==> src/hdl/mipsPkg.sv <==
`default_nettype none

package mipsPkg;

    localparam int wordW    = 32;
    localparam int regAddrW = 5;

    typedef logic [wordW-1:0]    word_t;
    typedef logic [regAddrW-1:0] regAddr_t;

    typedef enum logic [5:0] {
        opSpecial = 6'h00,
        opJ       = 6'h02,
        opBeq     = 6'h04,
        opBne     = 6'h05,
        opAddiu   = 6'h09,
        opAndi    = 6'h0c,
        opOri     = 6'h0d,
        opLui     = 6'h0f,
        opLw      = 6'h23,
        opSw      = 6'h2b
    } opcode_t;

    typedef enum logic [5:0] {
        fnAddu = 6'h21,
        fnSubu = 6'h23,
        fnAnd  = 6'h24,
        fnOr   = 6'h25,
        fnSlt  = 6'h2a
    } funct_t;

    typedef enum logic [2:0] {
        aluAdd,
        aluSub,
        aluAnd,
        aluOr,
        aluSlt,
        aluLui
    } aluOp_t;

    // where an execute operand comes from
    typedef enum logic [1:0] {
        fwdRf,
        fwdMem,
        fwdWb
    } fwdSel_t;

    typedef struct packed {
        opcode_t    opcode;
        regAddr_t   rs;
        regAddr_t   rt;
        regAddr_t   rd;
        logic [4:0] shamt;
        funct_t     funct;
    } rFields_t;

    typedef struct packed {
        opcode_t     opcode;
        regAddr_t    rs;
        regAddr_t    rt;
        logic [15:0] imm;
    } iFields_t;

    typedef union packed {
        rFields_t r;
        iFields_t i;
    } instr_t;

endpackage

`default_nettype wire

==> src/hdl/fetchStage.sv <==
`default_nettype none

module fetchStage #(
    parameter mipsPkg::word_t resetPc = '0
) (
    input  logic            clk,
    input  logic            arstN,
    input  mipsPkg::word_t  instrF,
    input  logic            stallF,
    input  logic            stallD,
    input  logic            flushD,
    input  logic            jumpD,
    input  mipsPkg::word_t  jumpTargetD,
    input  logic            branchTakenE,
    input  mipsPkg::word_t  branchTargetE,
    output mipsPkg::word_t  pcF,
    output logic            instEnF,
    output mipsPkg::word_t  pcD,
    output mipsPkg::instr_t instrD
);

    mipsPkg::word_t nextPc;

    // older branch in execute wins over a jump in decode
    assign nextPc = branchTakenE ? branchTargetE :
                    jumpD        ? jumpTargetD   : pcF + 32'd4;

    assign instEnF = arstN;

    always_ff @(posedge clk or negedge arstN) begin
        if (!arstN) begin
            pcF    <= resetPc;
            instrD <= '0;  // nop
        end else begin
            if (!stallF) begin
                pcF <= nextPc;
            end
            if (flushD) begin
                instrD <= '0;
            end else if (!stallD) begin
                instrD <= instrF;
            end
        end
    end

    always_ff @(posedge clk) begin
        if (!stallD) begin
            pcD <= pcF;
        end
    end

    pcAligned: assert property (@(posedge clk) disable iff (!arstN) pcF[1:0] == 2'b00);

endmodule

`default_nettype wire

==> src/hdl/decodeStage.sv <==
`default_nettype none

module decodeStage (
    input  logic              clk,
    input  logic              arstN,
    input  mipsPkg::word_t    pcD,
    input  mipsPkg::instr_t   instrD,
    input  logic              stallE,
    input  logic              flushE,
    input  logic              wbWen,
    input  mipsPkg::regAddr_t wbAddr,
    input  mipsPkg::word_t    wbData,
    output logic              jumpD,
    output mipsPkg::word_t    jumpTargetD,
    output mipsPkg::regAddr_t rsD,
    output mipsPkg::regAddr_t rtD,
    output mipsPkg::word_t    pcE,
    output mipsPkg::regAddr_t rsE,
    output mipsPkg::regAddr_t rtE,
    output mipsPkg::regAddr_t dstE,
    output mipsPkg::word_t    rsValE,
    output mipsPkg::word_t    rtValE,
    output mipsPkg::word_t    immE,
    output mipsPkg::aluOp_t   aluOpE,
    output logic              aluImmE,
    output logic              branchE,
    output logic              branchNeE,
    output logic              memReadE,
    output logic              memWriteE,
    output logic              regWriteE
);

    mipsPkg::word_t    regs [32];
    mipsPkg::word_t    immD;
    mipsPkg::word_t    pcPlus4D;
    mipsPkg::regAddr_t dstD;
    mipsPkg::aluOp_t   aluOpD;
    logic aluImmD, zeroExtD, branchD, branchNeD, memReadD, memWriteD, writesD;

    function automatic mipsPkg::word_t readReg(mipsPkg::regAddr_t addr);
        if (addr == '0) return '0;
        if (wbWen && wbAddr == addr) return wbData;  // write-before-read
        return regs[addr];
    endfunction

    assign rsD = instrD.r.rs;
    assign rtD = instrD.i.rt;

    always_comb begin
        aluOpD    = mipsPkg::aluAdd;
        aluImmD   = 1'b1;
        zeroExtD  = 1'b0;
        branchD   = 1'b0;
        branchNeD = 1'b0;
        memReadD  = 1'b0;
        memWriteD = 1'b0;
        writesD   = 1'b0;
        jumpD     = 1'b0;
        dstD      = instrD.i.rt;
        case (instrD.r.opcode)
            mipsPkg::opSpecial: begin
                aluImmD = 1'b0;
                dstD    = instrD.r.rd;
                writesD = 1'b1;
                case (instrD.r.funct)
                    mipsPkg::fnAddu: aluOpD = mipsPkg::aluAdd;
                    mipsPkg::fnSubu: aluOpD = mipsPkg::aluSub;
                    mipsPkg::fnAnd:  aluOpD = mipsPkg::aluAnd;
                    mipsPkg::fnOr:   aluOpD = mipsPkg::aluOr;
                    mipsPkg::fnSlt:  aluOpD = mipsPkg::aluSlt;
                    default:         writesD = 1'b0;  // nop and anything else
                endcase
            end
            mipsPkg::opJ:     jumpD = 1'b1;
            mipsPkg::opBeq:   branchD = 1'b1;
            mipsPkg::opBne: begin
                branchD   = 1'b1;
                branchNeD = 1'b1;
            end
            mipsPkg::opAddiu: writesD = 1'b1;
            mipsPkg::opAndi: begin
                aluOpD   = mipsPkg::aluAnd;
                zeroExtD = 1'b1;
                writesD  = 1'b1;
            end
            mipsPkg::opOri: begin
                aluOpD   = mipsPkg::aluOr;
                zeroExtD = 1'b1;
                writesD  = 1'b1;
            end
            mipsPkg::opLui: begin
                aluOpD  = mipsPkg::aluLui;
                writesD = 1'b1;
            end
            mipsPkg::opLw: begin
                memReadD = 1'b1;
                writesD  = 1'b1;
            end
            mipsPkg::opSw:    memWriteD = 1'b1;
            default: ;
        endcase
    end

    assign immD = zeroExtD ? {16'h0000, instrD.i.imm} : {{16{instrD.i.imm[15]}}, instrD.i.imm};
    assign pcPlus4D    = pcD + 32'd4;
    assign jumpTargetD = {pcPlus4D[31:28], instrD.i.rs, instrD.i.rt, instrD.i.imm, 2'b00};

    always_ff @(posedge clk) begin
        if (wbWen && wbAddr != '0) begin
            regs[wbAddr] <= wbData;
        end
    end

    always_ff @(posedge clk or negedge arstN) begin
        if (!arstN) begin
            rsE       <= '0;
            rtE       <= '0;
            dstE      <= '0;
            branchE   <= 1'b0;
            branchNeE <= 1'b0;
            memReadE  <= 1'b0;
            memWriteE <= 1'b0;
            regWriteE <= 1'b0;
        end else if (flushE || !stallE) begin
            rsE       <= flushE ? '0 : rsD;  // bubble reads r0
            rtE       <= flushE ? '0 : rtD;
            dstE      <= flushE ? '0 : dstD;
            branchE   <= branchD && !flushE;
            branchNeE <= branchNeD && !flushE;
            memReadE  <= memReadD && !flushE;
            memWriteE <= memWriteD && !flushE;
            regWriteE <= writesD && dstD != '0 && !flushE;
        end
    end

    always_ff @(posedge clk) begin
        if (!stallE) begin
            pcE     <= pcD;
            rsValE  <= readReg(rsD);
            rtValE  <= readReg(rtD);
            immE    <= immD;
            aluOpE  <= aluOpD;
            aluImmE <= aluImmD;
        end
    end

    // a loaded register never follows its load straight into execute
    loadUseHeld: assert property (@(posedge clk) disable iff (!arstN)
        memReadE && regWriteE && !stallE && !flushE |-> dstE != rsD && dstE != rtD);

endmodule

`default_nettype wire

==> src/hdl/executeStage.sv <==
`default_nettype none

module executeStage (
    input  logic              clk,
    input  logic              arstN,
    input  mipsPkg::word_t    pcE,
    input  mipsPkg::regAddr_t dstE,
    input  mipsPkg::word_t    rsValE,
    input  mipsPkg::word_t    rtValE,
    input  mipsPkg::word_t    immE,
    input  mipsPkg::aluOp_t   aluOpE,
    input  logic              aluImmE,
    input  logic              branchE,
    input  logic              branchNeE,
    input  logic              memReadE,
    input  logic              memWriteE,
    input  logic              regWriteE,
    input  mipsPkg::fwdSel_t  fwdA,
    input  mipsPkg::fwdSel_t  fwdB,
    input  mipsPkg::word_t    memFwdData,
    input  mipsPkg::word_t    wbFwdData,
    input  logic              stallM,
    output logic              branchTakenE,
    output mipsPkg::word_t    branchTargetE,
    output mipsPkg::word_t    aluOutM,
    output mipsPkg::word_t    storeDataM,
    output mipsPkg::regAddr_t dstM,
    output logic              memReadM,
    output logic              memWriteM,
    output logic              regWriteM,
    output mipsPkg::word_t    pcM
);

    mipsPkg::word_t srcA, rtFwd, srcB, aluOut;

    function automatic mipsPkg::word_t pickOperand(mipsPkg::fwdSel_t sel, mipsPkg::word_t regVal);
        case (sel)
            mipsPkg::fwdMem: return memFwdData;
            mipsPkg::fwdWb:  return wbFwdData;
            default:         return regVal;
        endcase
    endfunction

    always_comb begin
        srcA  = pickOperand(fwdA, rsValE);
        rtFwd = pickOperand(fwdB, rtValE);  // also the store data
    end

    assign srcB = aluImmE ? immE : rtFwd;

    always_comb begin
        case (aluOpE)
            mipsPkg::aluAdd: aluOut = srcA + srcB;
            mipsPkg::aluSub: aluOut = srcA - srcB;
            mipsPkg::aluAnd: aluOut = srcA & srcB;
            mipsPkg::aluOr:  aluOut = srcA | srcB;
            mipsPkg::aluSlt: aluOut = {31'b0, $signed(srcA) < $signed(srcB)};
            mipsPkg::aluLui: aluOut = {srcB[15:0], 16'h0000};
            default:         aluOut = '0;
        endcase
    end

    assign branchTakenE  = branchE && ((srcA == rtFwd) != branchNeE);
    assign branchTargetE = pcE + 32'd4 + {immE[29:0], 2'b00};

    always_ff @(posedge clk or negedge arstN) begin
        if (!arstN) begin
            dstM      <= '0;
            memReadM  <= 1'b0;
            memWriteM <= 1'b0;
            regWriteM <= 1'b0;
        end else if (!stallM) begin
            dstM      <= dstE;
            memReadM  <= memReadE;
            memWriteM <= memWriteE;
            regWriteM <= regWriteE;
        end
    end

    always_ff @(posedge clk) begin
        if (!stallM) begin
            aluOutM    <= aluOut;
            storeDataM <= rtFwd;
            pcM        <= pcE;
        end
    end

endmodule

`default_nettype wire

==> src/hdl/memWriteback.sv <==
`default_nettype none

module memWriteback (
    input  logic              clk,
    input  logic              arstN,
    input  mipsPkg::word_t    aluOutM,
    input  mipsPkg::word_t    storeDataM,
    input  mipsPkg::regAddr_t dstM,
    input  logic              memReadM,
    input  logic              memWriteM,
    input  logic              regWriteM,
    input  mipsPkg::word_t    pcM,
    input  mipsPkg::word_t    memRdata,
    input  logic              dataStall,
    output logic              memEn,
    output logic              memWrite,
    output mipsPkg::word_t    memAddr,
    output mipsPkg::word_t    memWdata,
    output mipsPkg::word_t    memFwdData,
    output logic              wbWen,
    output mipsPkg::regAddr_t wbAddr,
    output mipsPkg::word_t    wbData,
    output mipsPkg::word_t    debugWbPc,
    output logic              debugWbRfWen,
    output mipsPkg::regAddr_t debugWbRfWnum,
    output mipsPkg::word_t    debugWbRfWdata
);

    logic freeze, regWriteW;

    assign memEn      = memReadM || memWriteM;
    assign memWrite   = memWriteM;
    assign memAddr    = aluOutM;
    assign memWdata   = storeDataM;
    assign memFwdData = aluOutM;  // loads never forward from here
    assign freeze     = memEn && dataStall;

    always_ff @(posedge clk or negedge arstN) begin
        if (!arstN) begin
            regWriteW <= 1'b0;
        end else if (!freeze) begin
            regWriteW <= regWriteM;
        end
    end

    always_ff @(posedge clk) begin
        if (!freeze) begin
            wbAddr    <= dstM;
            wbData    <= memReadM ? memRdata : aluOutM;
            debugWbPc <= pcM;
        end
    end

    // held entry retires once, after the freeze lifts
    assign wbWen          = regWriteW && !freeze;
    assign debugWbRfWen   = wbWen;
    assign debugWbRfWnum  = wbAddr;
    assign debugWbRfWdata = wbData;

    addrAligned: assert property (@(posedge clk) disable iff (!arstN)
        memEn |-> memAddr[1:0] == 2'b00);

endmodule

`default_nettype wire

==> src/hdl/hazardUnit.sv <==
`default_nettype none

module hazardUnit (
    input  logic              clk,
    input  logic              arstN,
    input  mipsPkg::regAddr_t rsD,
    input  mipsPkg::regAddr_t rtD,
    input  mipsPkg::regAddr_t rsE,
    input  mipsPkg::regAddr_t rtE,
    input  logic              memReadE,
    input  mipsPkg::regAddr_t dstE,
    input  logic              regWriteE,
    input  mipsPkg::regAddr_t dstM,
    input  logic              regWriteM,
    input  mipsPkg::regAddr_t wbAddr,
    input  logic              wbWen,
    input  logic              jumpD,
    input  logic              branchTakenE,
    input  logic              memEn,
    input  logic              dataStall,
    output mipsPkg::fwdSel_t  fwdA,
    output mipsPkg::fwdSel_t  fwdB,
    output logic              stallF,
    output logic              stallD,
    output logic              stallE,
    output logic              stallM,
    output logic              flushD,
    output logic              flushE
);

    logic freeze, loadUse;

    function automatic mipsPkg::fwdSel_t pickSource(mipsPkg::regAddr_t src);
        if (src == '0) return mipsPkg::fwdRf;
        if (regWriteM && dstM == src) return mipsPkg::fwdMem;  // youngest first
        if (wbWen && wbAddr == src) return mipsPkg::fwdWb;
        return mipsPkg::fwdRf;
    endfunction

    always_comb begin
        fwdA = pickSource(rsE);
        fwdB = pickSource(rtE);
    end

    assign freeze  = memEn && dataStall;
    assign loadUse = memReadE && regWriteE && (dstE == rsD || dstE == rtD);

    assign stallF = freeze || loadUse;
    assign stallD = freeze || loadUse;
    assign stallE = freeze;
    assign stallM = freeze;

    // redirects wait out a freeze
    assign flushD = !stallD && (jumpD || branchTakenE);
    assign flushE = !freeze && (loadUse || branchTakenE);

    // a taken branch leaves a bubble behind it in execute
    squashClearsE: assert property (@(posedge clk) disable iff (!arstN)
        branchTakenE && !freeze |=> !branchTakenE);

endmodule

`default_nettype wire

==> src/hdl/mipsCore.sv <==
`default_nettype none

module mipsCore #(
    parameter mipsPkg::word_t resetPc = '0
) (
    input  logic              clk,
    input  logic              arstN,
    input  mipsPkg::word_t    instrF,
    input  mipsPkg::word_t    memRdata,
    input  logic              dataStall,
    output mipsPkg::word_t    pcF,
    output logic              instEnF,
    output logic              memEn,
    output logic              memWrite,
    output mipsPkg::word_t    memAddr,
    output mipsPkg::word_t    memWdata,
    output mipsPkg::word_t    debugWbPc,
    output logic              debugWbRfWen,
    output mipsPkg::regAddr_t debugWbRfWnum,
    output mipsPkg::word_t    debugWbRfWdata
);

    // decode
    mipsPkg::word_t    pcD, jumpTargetD;
    mipsPkg::instr_t   instrD;
    mipsPkg::regAddr_t rsD, rtD;
    logic              jumpD;
    // execute
    mipsPkg::word_t    pcE, rsValE, rtValE, immE, branchTargetE;
    mipsPkg::regAddr_t rsE, rtE, dstE;
    mipsPkg::aluOp_t   aluOpE;
    logic aluImmE, branchE, branchNeE, memReadE, memWriteE, regWriteE, branchTakenE;
    // memory and writeback
    mipsPkg::word_t    aluOutM, storeDataM, pcM, memFwdData, wbData;
    mipsPkg::regAddr_t dstM, wbAddr;
    logic              memReadM, memWriteM, regWriteM, wbWen;
    // hazard control
    mipsPkg::fwdSel_t  fwdA, fwdB;
    logic stallF, stallD, stallE, stallM, flushD, flushE;

    fetchStage #(.resetPc(resetPc)) fetch (
        .clk, .arstN, .instrF, .stallF, .stallD, .flushD,
        .jumpD, .jumpTargetD, .branchTakenE, .branchTargetE,
        .pcF, .instEnF, .pcD, .instrD
    );

    decodeStage decode (
        .clk, .arstN, .pcD, .instrD, .stallE, .flushE, .wbWen, .wbAddr, .wbData,
        .jumpD, .jumpTargetD, .rsD, .rtD,
        .pcE, .rsE, .rtE, .dstE, .rsValE, .rtValE, .immE, .aluOpE, .aluImmE,
        .branchE, .branchNeE, .memReadE, .memWriteE, .regWriteE
    );

    executeStage execute (
        .clk, .arstN, .pcE, .dstE, .rsValE, .rtValE, .immE, .aluOpE, .aluImmE,
        .branchE, .branchNeE, .memReadE, .memWriteE, .regWriteE,
        .fwdA, .fwdB, .memFwdData, .wbFwdData(wbData), .stallM,
        .branchTakenE, .branchTargetE,
        .aluOutM, .storeDataM, .dstM, .memReadM, .memWriteM, .regWriteM, .pcM
    );

    memWriteback memWb (
        .clk, .arstN, .aluOutM, .storeDataM, .dstM, .memReadM, .memWriteM,
        .regWriteM, .pcM, .memRdata, .dataStall,
        .memEn, .memWrite, .memAddr, .memWdata, .memFwdData,
        .wbWen, .wbAddr, .wbData,
        .debugWbPc, .debugWbRfWen, .debugWbRfWnum, .debugWbRfWdata
    );

    hazardUnit hazard (
        .clk, .arstN, .rsD, .rtD, .rsE, .rtE, .memReadE, .dstE, .regWriteE,
        .dstM, .regWriteM, .wbAddr, .wbWen, .jumpD, .branchTakenE, .memEn, .dataStall,
        .fwdA, .fwdB, .stallF, .stallD, .stallE, .stallM, .flushD, .flushE
    );

endmodule

`default_nettype wire

==> config.mk <==
export PLATFORM = sky130hd
export DESIGN_NAME = mipsCore
export DESIGN_NICKNAME = d
export VERILOG_FILES = /design/src/hdl/mipsPkg.sv /design/src/hdl/fetchStage.sv /design/src/hdl/decodeStage.sv /design/src/hdl/executeStage.sv /design/src/hdl/memWriteback.sv /design/src/hdl/hazardUnit.sv /design/src/hdl/mipsCore.sv
export SDC_FILE = /design/constraint.sdc
export NUM_CORES = 2
export LEC_CHECK = 0
export ABC_CLOCK_PERIOD_IN_PS = 9670
export BUFFER_PORTS_ARGS = -buffer_cell sky130_fd_sc_hd__buf_2
export CAP_MARGIN = 20
export CORE_MARGIN = 5
export CORE_UTILIZATION = 45
export DETAILED_ROUTE_END_ITERATION = 10
export SYNTH_ARGS = -nofsm -noshare
export SYNTH_HDL_FRONTEND = slang
export SYNTH_HIERARCHICAL = 1
export SYNTH_SLANG_ARGS = --single-unit
==> constraint.sdc <==
create_clock -name clk -period 9.67 [get_ports clk]
set_input_delay 1.934 -clock clk [delete_from_list [all_inputs] [get_ports clk]]
set_output_delay 1.934 -clock clk [all_outputs]
set_load 0.005 [all_outputs]
==> reports/qor.yml <==
clock_network:
  postCtsHoldBufs: 0
  cts-root-buf: "clkbuf_16"
  cts_tree: "done"
  post_cts_buffers: 0
  cts_made_buffers: 157
  clockBufferDepth: 3
  htree_levels: 4
  path_clk_slew_ns: 0.06
  clock_latency_ns: 0.80
  numClockSinks: 1431
  cts_resized: 0
sta:
  clock_skew_ns: 0.04375
  maxSlewHeadroom_pct: 13.34
  worst-slew-pin-transition_ns: 1.267
  clock.fmax_mhz: 132.8
  hold_viol: 0
  fin_crit_sh_pct: 77.89
  maxSlewViolCount: 0
  tns_ns: 0
  fin_ws_ns: 2.138
  hold_ws_ns: 0.4156
  fin_crit_ns: 7.532
  rsz0062_at_grt: "false"
  setup_violations: 0
logic_synthesis:
  synth.largest_area_cell: "edfxtp_1"
  async_flop_share_pct: 6.499
  synth.distinct_cells: 97
  synth_edf_count: 1338
  synth_warnings: 6
  synth_area_leaders: "edfxtp_1 (55%), mux4_2 (11%), mux2i_1 (4.8%), dfrtp_1 (3.2%), ha_1 (3.0%)"
  synth.top_cell.area_share_pct: 54.82
  synth.avg_cell_area_um2: 14.49
  synthCells: 5057
  syn_area_um2: 73290
  seq_area_frac_synth_pct: 58.00
  synth.ff_latch_count: 1431
  synth_flop_cell: "edfxtp_1"
drt:
  wl_per_cell_um: 32.44
  num_vias: 47610
  dr.pass1.iters: 6
  drt-initial-drc-count: 5478
  viasPerCell: 6.440
  drt-total-wl_um: 239800
  ant_nets: 0
  drc: 0
global_route:
  grt_use_total_pct: 27.50
  grt_max_degree: 91
  antenna_found_initial: 10
  grt-ovfl-total: 0
  grt_pass1_wl_um: 337800
  grt_pass1_vias: 46840
setup_path:
  worstReg2RegStart: "memWb/debugWbRfWnum[4]"
  timing.rr.end: "execute/aluOutM[31]"
  arrival_ns: 8.09
  r2r_slack_ns: 2.78
  endpoint_kind: "flip-flop"
  crit_path_end: "execute/aluOutM[31]"
  critPathLaunchType: "primary input"
  path_max_fanout: 35
  crit_start: "dataStall"
  reg2reg_depth: 19
  required_ns: 10.23
  path_class: "in -> reg"
floorplan:
  die_area_um2: 171000
  chipHeight_um: 413.6
  coreArea_um2: 162400
  die_w_um: 413.6
  boundaryPins: 236
  placementRows: 148
  start_util_pct: 45.13
placement:
  place.gp.congestion: 0.9567
  place_ws_ns: 1.373
  port_buffers: 235
  placed_area_um2: 75820
  hpwl_um: 149800
power_and_ir_drop:
  p_clk_share_pct: 32.1
  p_sw_share_pct: 30.56
  seq_power_share_pct: 46.9
  p_sw_mw: 5.631
  p_int_mw: 12.80
  cellPowerDensity_nw_per_um2: 227.9
  ir_drop_v: 0.0002252
  combPwrFrac_pct: 20.9
  leakage_nw: 28.60
final_layout:
  final_cell_area_um2: 80860
  final_nets: 5336
  nFillCells: 13700
  drive_gt1_share_pct: 21.48
  area_growth_pct: 10.34
status:
  status: "complete, no violations"
min_path:
  hold_depth: 0
  hold_class: "reg -> reg"
job:
  cap_violations: 0
## stage by stage
step                power [mW]  instances  util [%]
global route             19.07       7390     49.79
floorplan                10.98       5090         -
finish                   18.43       7392     49.79
CTS                      18.44       7388     49.78
detailed placement       12.54       7107     46.68
global placement         12.50       7105     46.66
## kinds of logic (layout without fill, tap and decap cells)
logic type	after synthesis	in the layout	synth area share, %
AOI/OAI and AO/OA	1110	1110	10.46
adders and majority gates	178	178	3.066
muxes	783	783	17.19
DFF	1431	1431	58.00
buffers and inverters	705	829	5.062
xor gates and xnor gates	129	129	1.542
and+or+nand+nor	720	720	4.671
other	1	37	0.005117
## registers in the layout, summed over array words and instances, names as in the netlist, 3 cells and up
signal / count
memWb/debugWbRfWnum: 5
decode/rtValE: 32
decode/rtE: 5
fetch/pcF: 32
execute/storeDataM: 32
decode/dstE: 5
memWb/debugWbRfWdata: 32
decode/pcE: 32
decode/rsE: 5
execute/pcM: 32
decode/aluOpE: 3
fetch/pcD: 32
decode/regs: 1024
execute/dstM: 5
decode/immE: 17
fetch/instrD: 32
memWb/debugWbPc: 32
decode/rsValE: 32
execute/aluOutM: 32
## layout by cell type, fill, tap and decap left out, types with 21 or more instances in the layout
| master | instances |
|---|---|
| o221ai_1 | 65 |
| dfrtp_1 | 83 |
| a21o_1 | 28 |
| buf_2 | 235 |
| edfxtp_1 | 1338 |
| xor2_1 | 55 |
| mux2i_1 | 354 |
| nand2_1 | 175 |
| buf_4 | 147 |
| a32o_1 | 24 |
| a22oi_1 | 153 |
| nand4_1 | 24 |
| mux2_2 | 34 |
| inv_1 | 155 |
| a22o_1 | 104 |
| a211oi_1 | 29 |
| mux4_2 | 364 |
| clkinv_1 | 28 |
| ha_1 | 172 |
| nor3_1 | 25 |
| a21oi_1 | 309 |
| o21ai_0 | 111 |
| a31oi_1 | 21 |
| a2111oi_0 | 44 |
| o22ai_1 | 65 |
| mux2_4 | 30 |
| xnor2_1 | 74 |
| clkbuf_1 | 42 |
| o211ai_1 | 27 |
| nor4_1 | 34 |
| clkbuf_16 | 161 |
| conb_1 | 34 |
| nor2_4 | 22 |
| nor2_1 | 233 |
| nand3_1 | 60 |
## synth_stat cells (all sizes together), types with 7 or more instances
| library cell | instances |
|---|---|
| nand2 | 175 |
| and4 | 7 |
| edfxtp | 1338 |
| nand4 | 26 |
| or2 | 8 |
| o211ai | 28 |
| buf | 340 |
| nor2 | 255 |
| a31oi | 21 |
| a2111oi | 45 |
| ha | 174 |
| o21bai | 13 |
| a311oi | 7 |
| or3 | 14 |
| xnor2 | 74 |
| mux2i | 354 |
| o31ai | 12 |
| o22ai | 65 |
| dfrtp | 93 |
| a22oi | 153 |
| nand2b | 19 |
| a21o | 28 |
| and3 | 16 |
| a221o | 15 |
| o21ai | 120 |
| and2 | 11 |
| o221ai | 66 |
| nor4 | 38 |
| o311ai | 7 |
| a32o | 24 |
| nor2b | 25 |
| a211oi | 29 |
| clkbuf | 207 |
| a22o | 104 |
| a21oi | 311 |
| mux4 | 365 |
| or4 | 11 |
| mux2 | 64 |
| xor2 | 55 |
| inv | 158 |
| nand3 | 60 |
| nor3 | 33 |
## critical path: stages
cell       delay [ns]
buf_2            0.13
o21ai_4          0.06
and2_1           0.46
nand2_1          0.10
nor4b_1          0.66
ha_2             0.67
buf_4            0.38
nor2_1           0.08
a21oi_1          0.49
inv_1            0.16
ha_1             0.34
nor2_1           0.07
o311a_1          0.34
o21a_1           0.24
o2111ai_1        0.56
o221ai_2         0.27
o21ai_1          0.38
o21ai_1          0.15
a21oi_1          0.19
xor2_1           0.09
a211o_1          0.29
## per-layer routing
metal | global-route usage, % | wire, µm | vias up
met5 | 0 | 0 | -
met4 | 12.62 | 12510 | 0
met3 | 6.677 | 24420 | 515
met2 | 43.22 | 110500 | 2632
met1 | 36.32 | 92360 | 24470
li1 | - | - | 19990
## power groups by stage
| stage | registers, mW | clock network [mW] | logic [mW] |
|---|---|---|---|
| floorplan | 8.43 | 0 | 2.55 |
| global placement | 8.77 | 0 | 3.73 |
| detailed placement | 8.75 | 0 | 3.79 |
| CTS | 8.63 | 6.00 | 3.80 |
| global route | 8.69 | 6.27 | 4.11 |
| finish | 8.65 | 5.92 | 3.86 |
## area by class of cell
type | instances | area [µm²] | share of cell area (%)
clock inverters | 71 | 747.0 | 0.9238
well taps | 2175 | 2721 | 3.365
multi-input cells | 2954 | 27530 | 34.04
diodes | 3 | 7.507 | 0.009284
flip-flops and latches | 1431 | 42540 | 52.61
clock buffers | 210 | 4283 | 5.297
repair buffers | 390 | 2435 | 3.011
inverters | 158 | 600.6 | 0.7427
## how the worst min path moves through the flow
stage | from | end | slack [ns]
after floorplan | fetch/pcD[0] | decode/pcE[0] | 0.40
after global placement | execute/pcM[19] | memWb/debugWbPc[19] | 0.40
after detailed placement | execute/pcM[0] | memWb/debugWbPc[0] | 0.40
after CTS | execute/pcM[26] | memWb/debugWbPc[26] | 0.42
after global routing | execute/pcM[29] | memWb/debugWbPc[29] | 0.42
final | execute/pcM[0] | memWb/debugWbPc[0] | 0.42
Power figures use the tool's default switching activity.
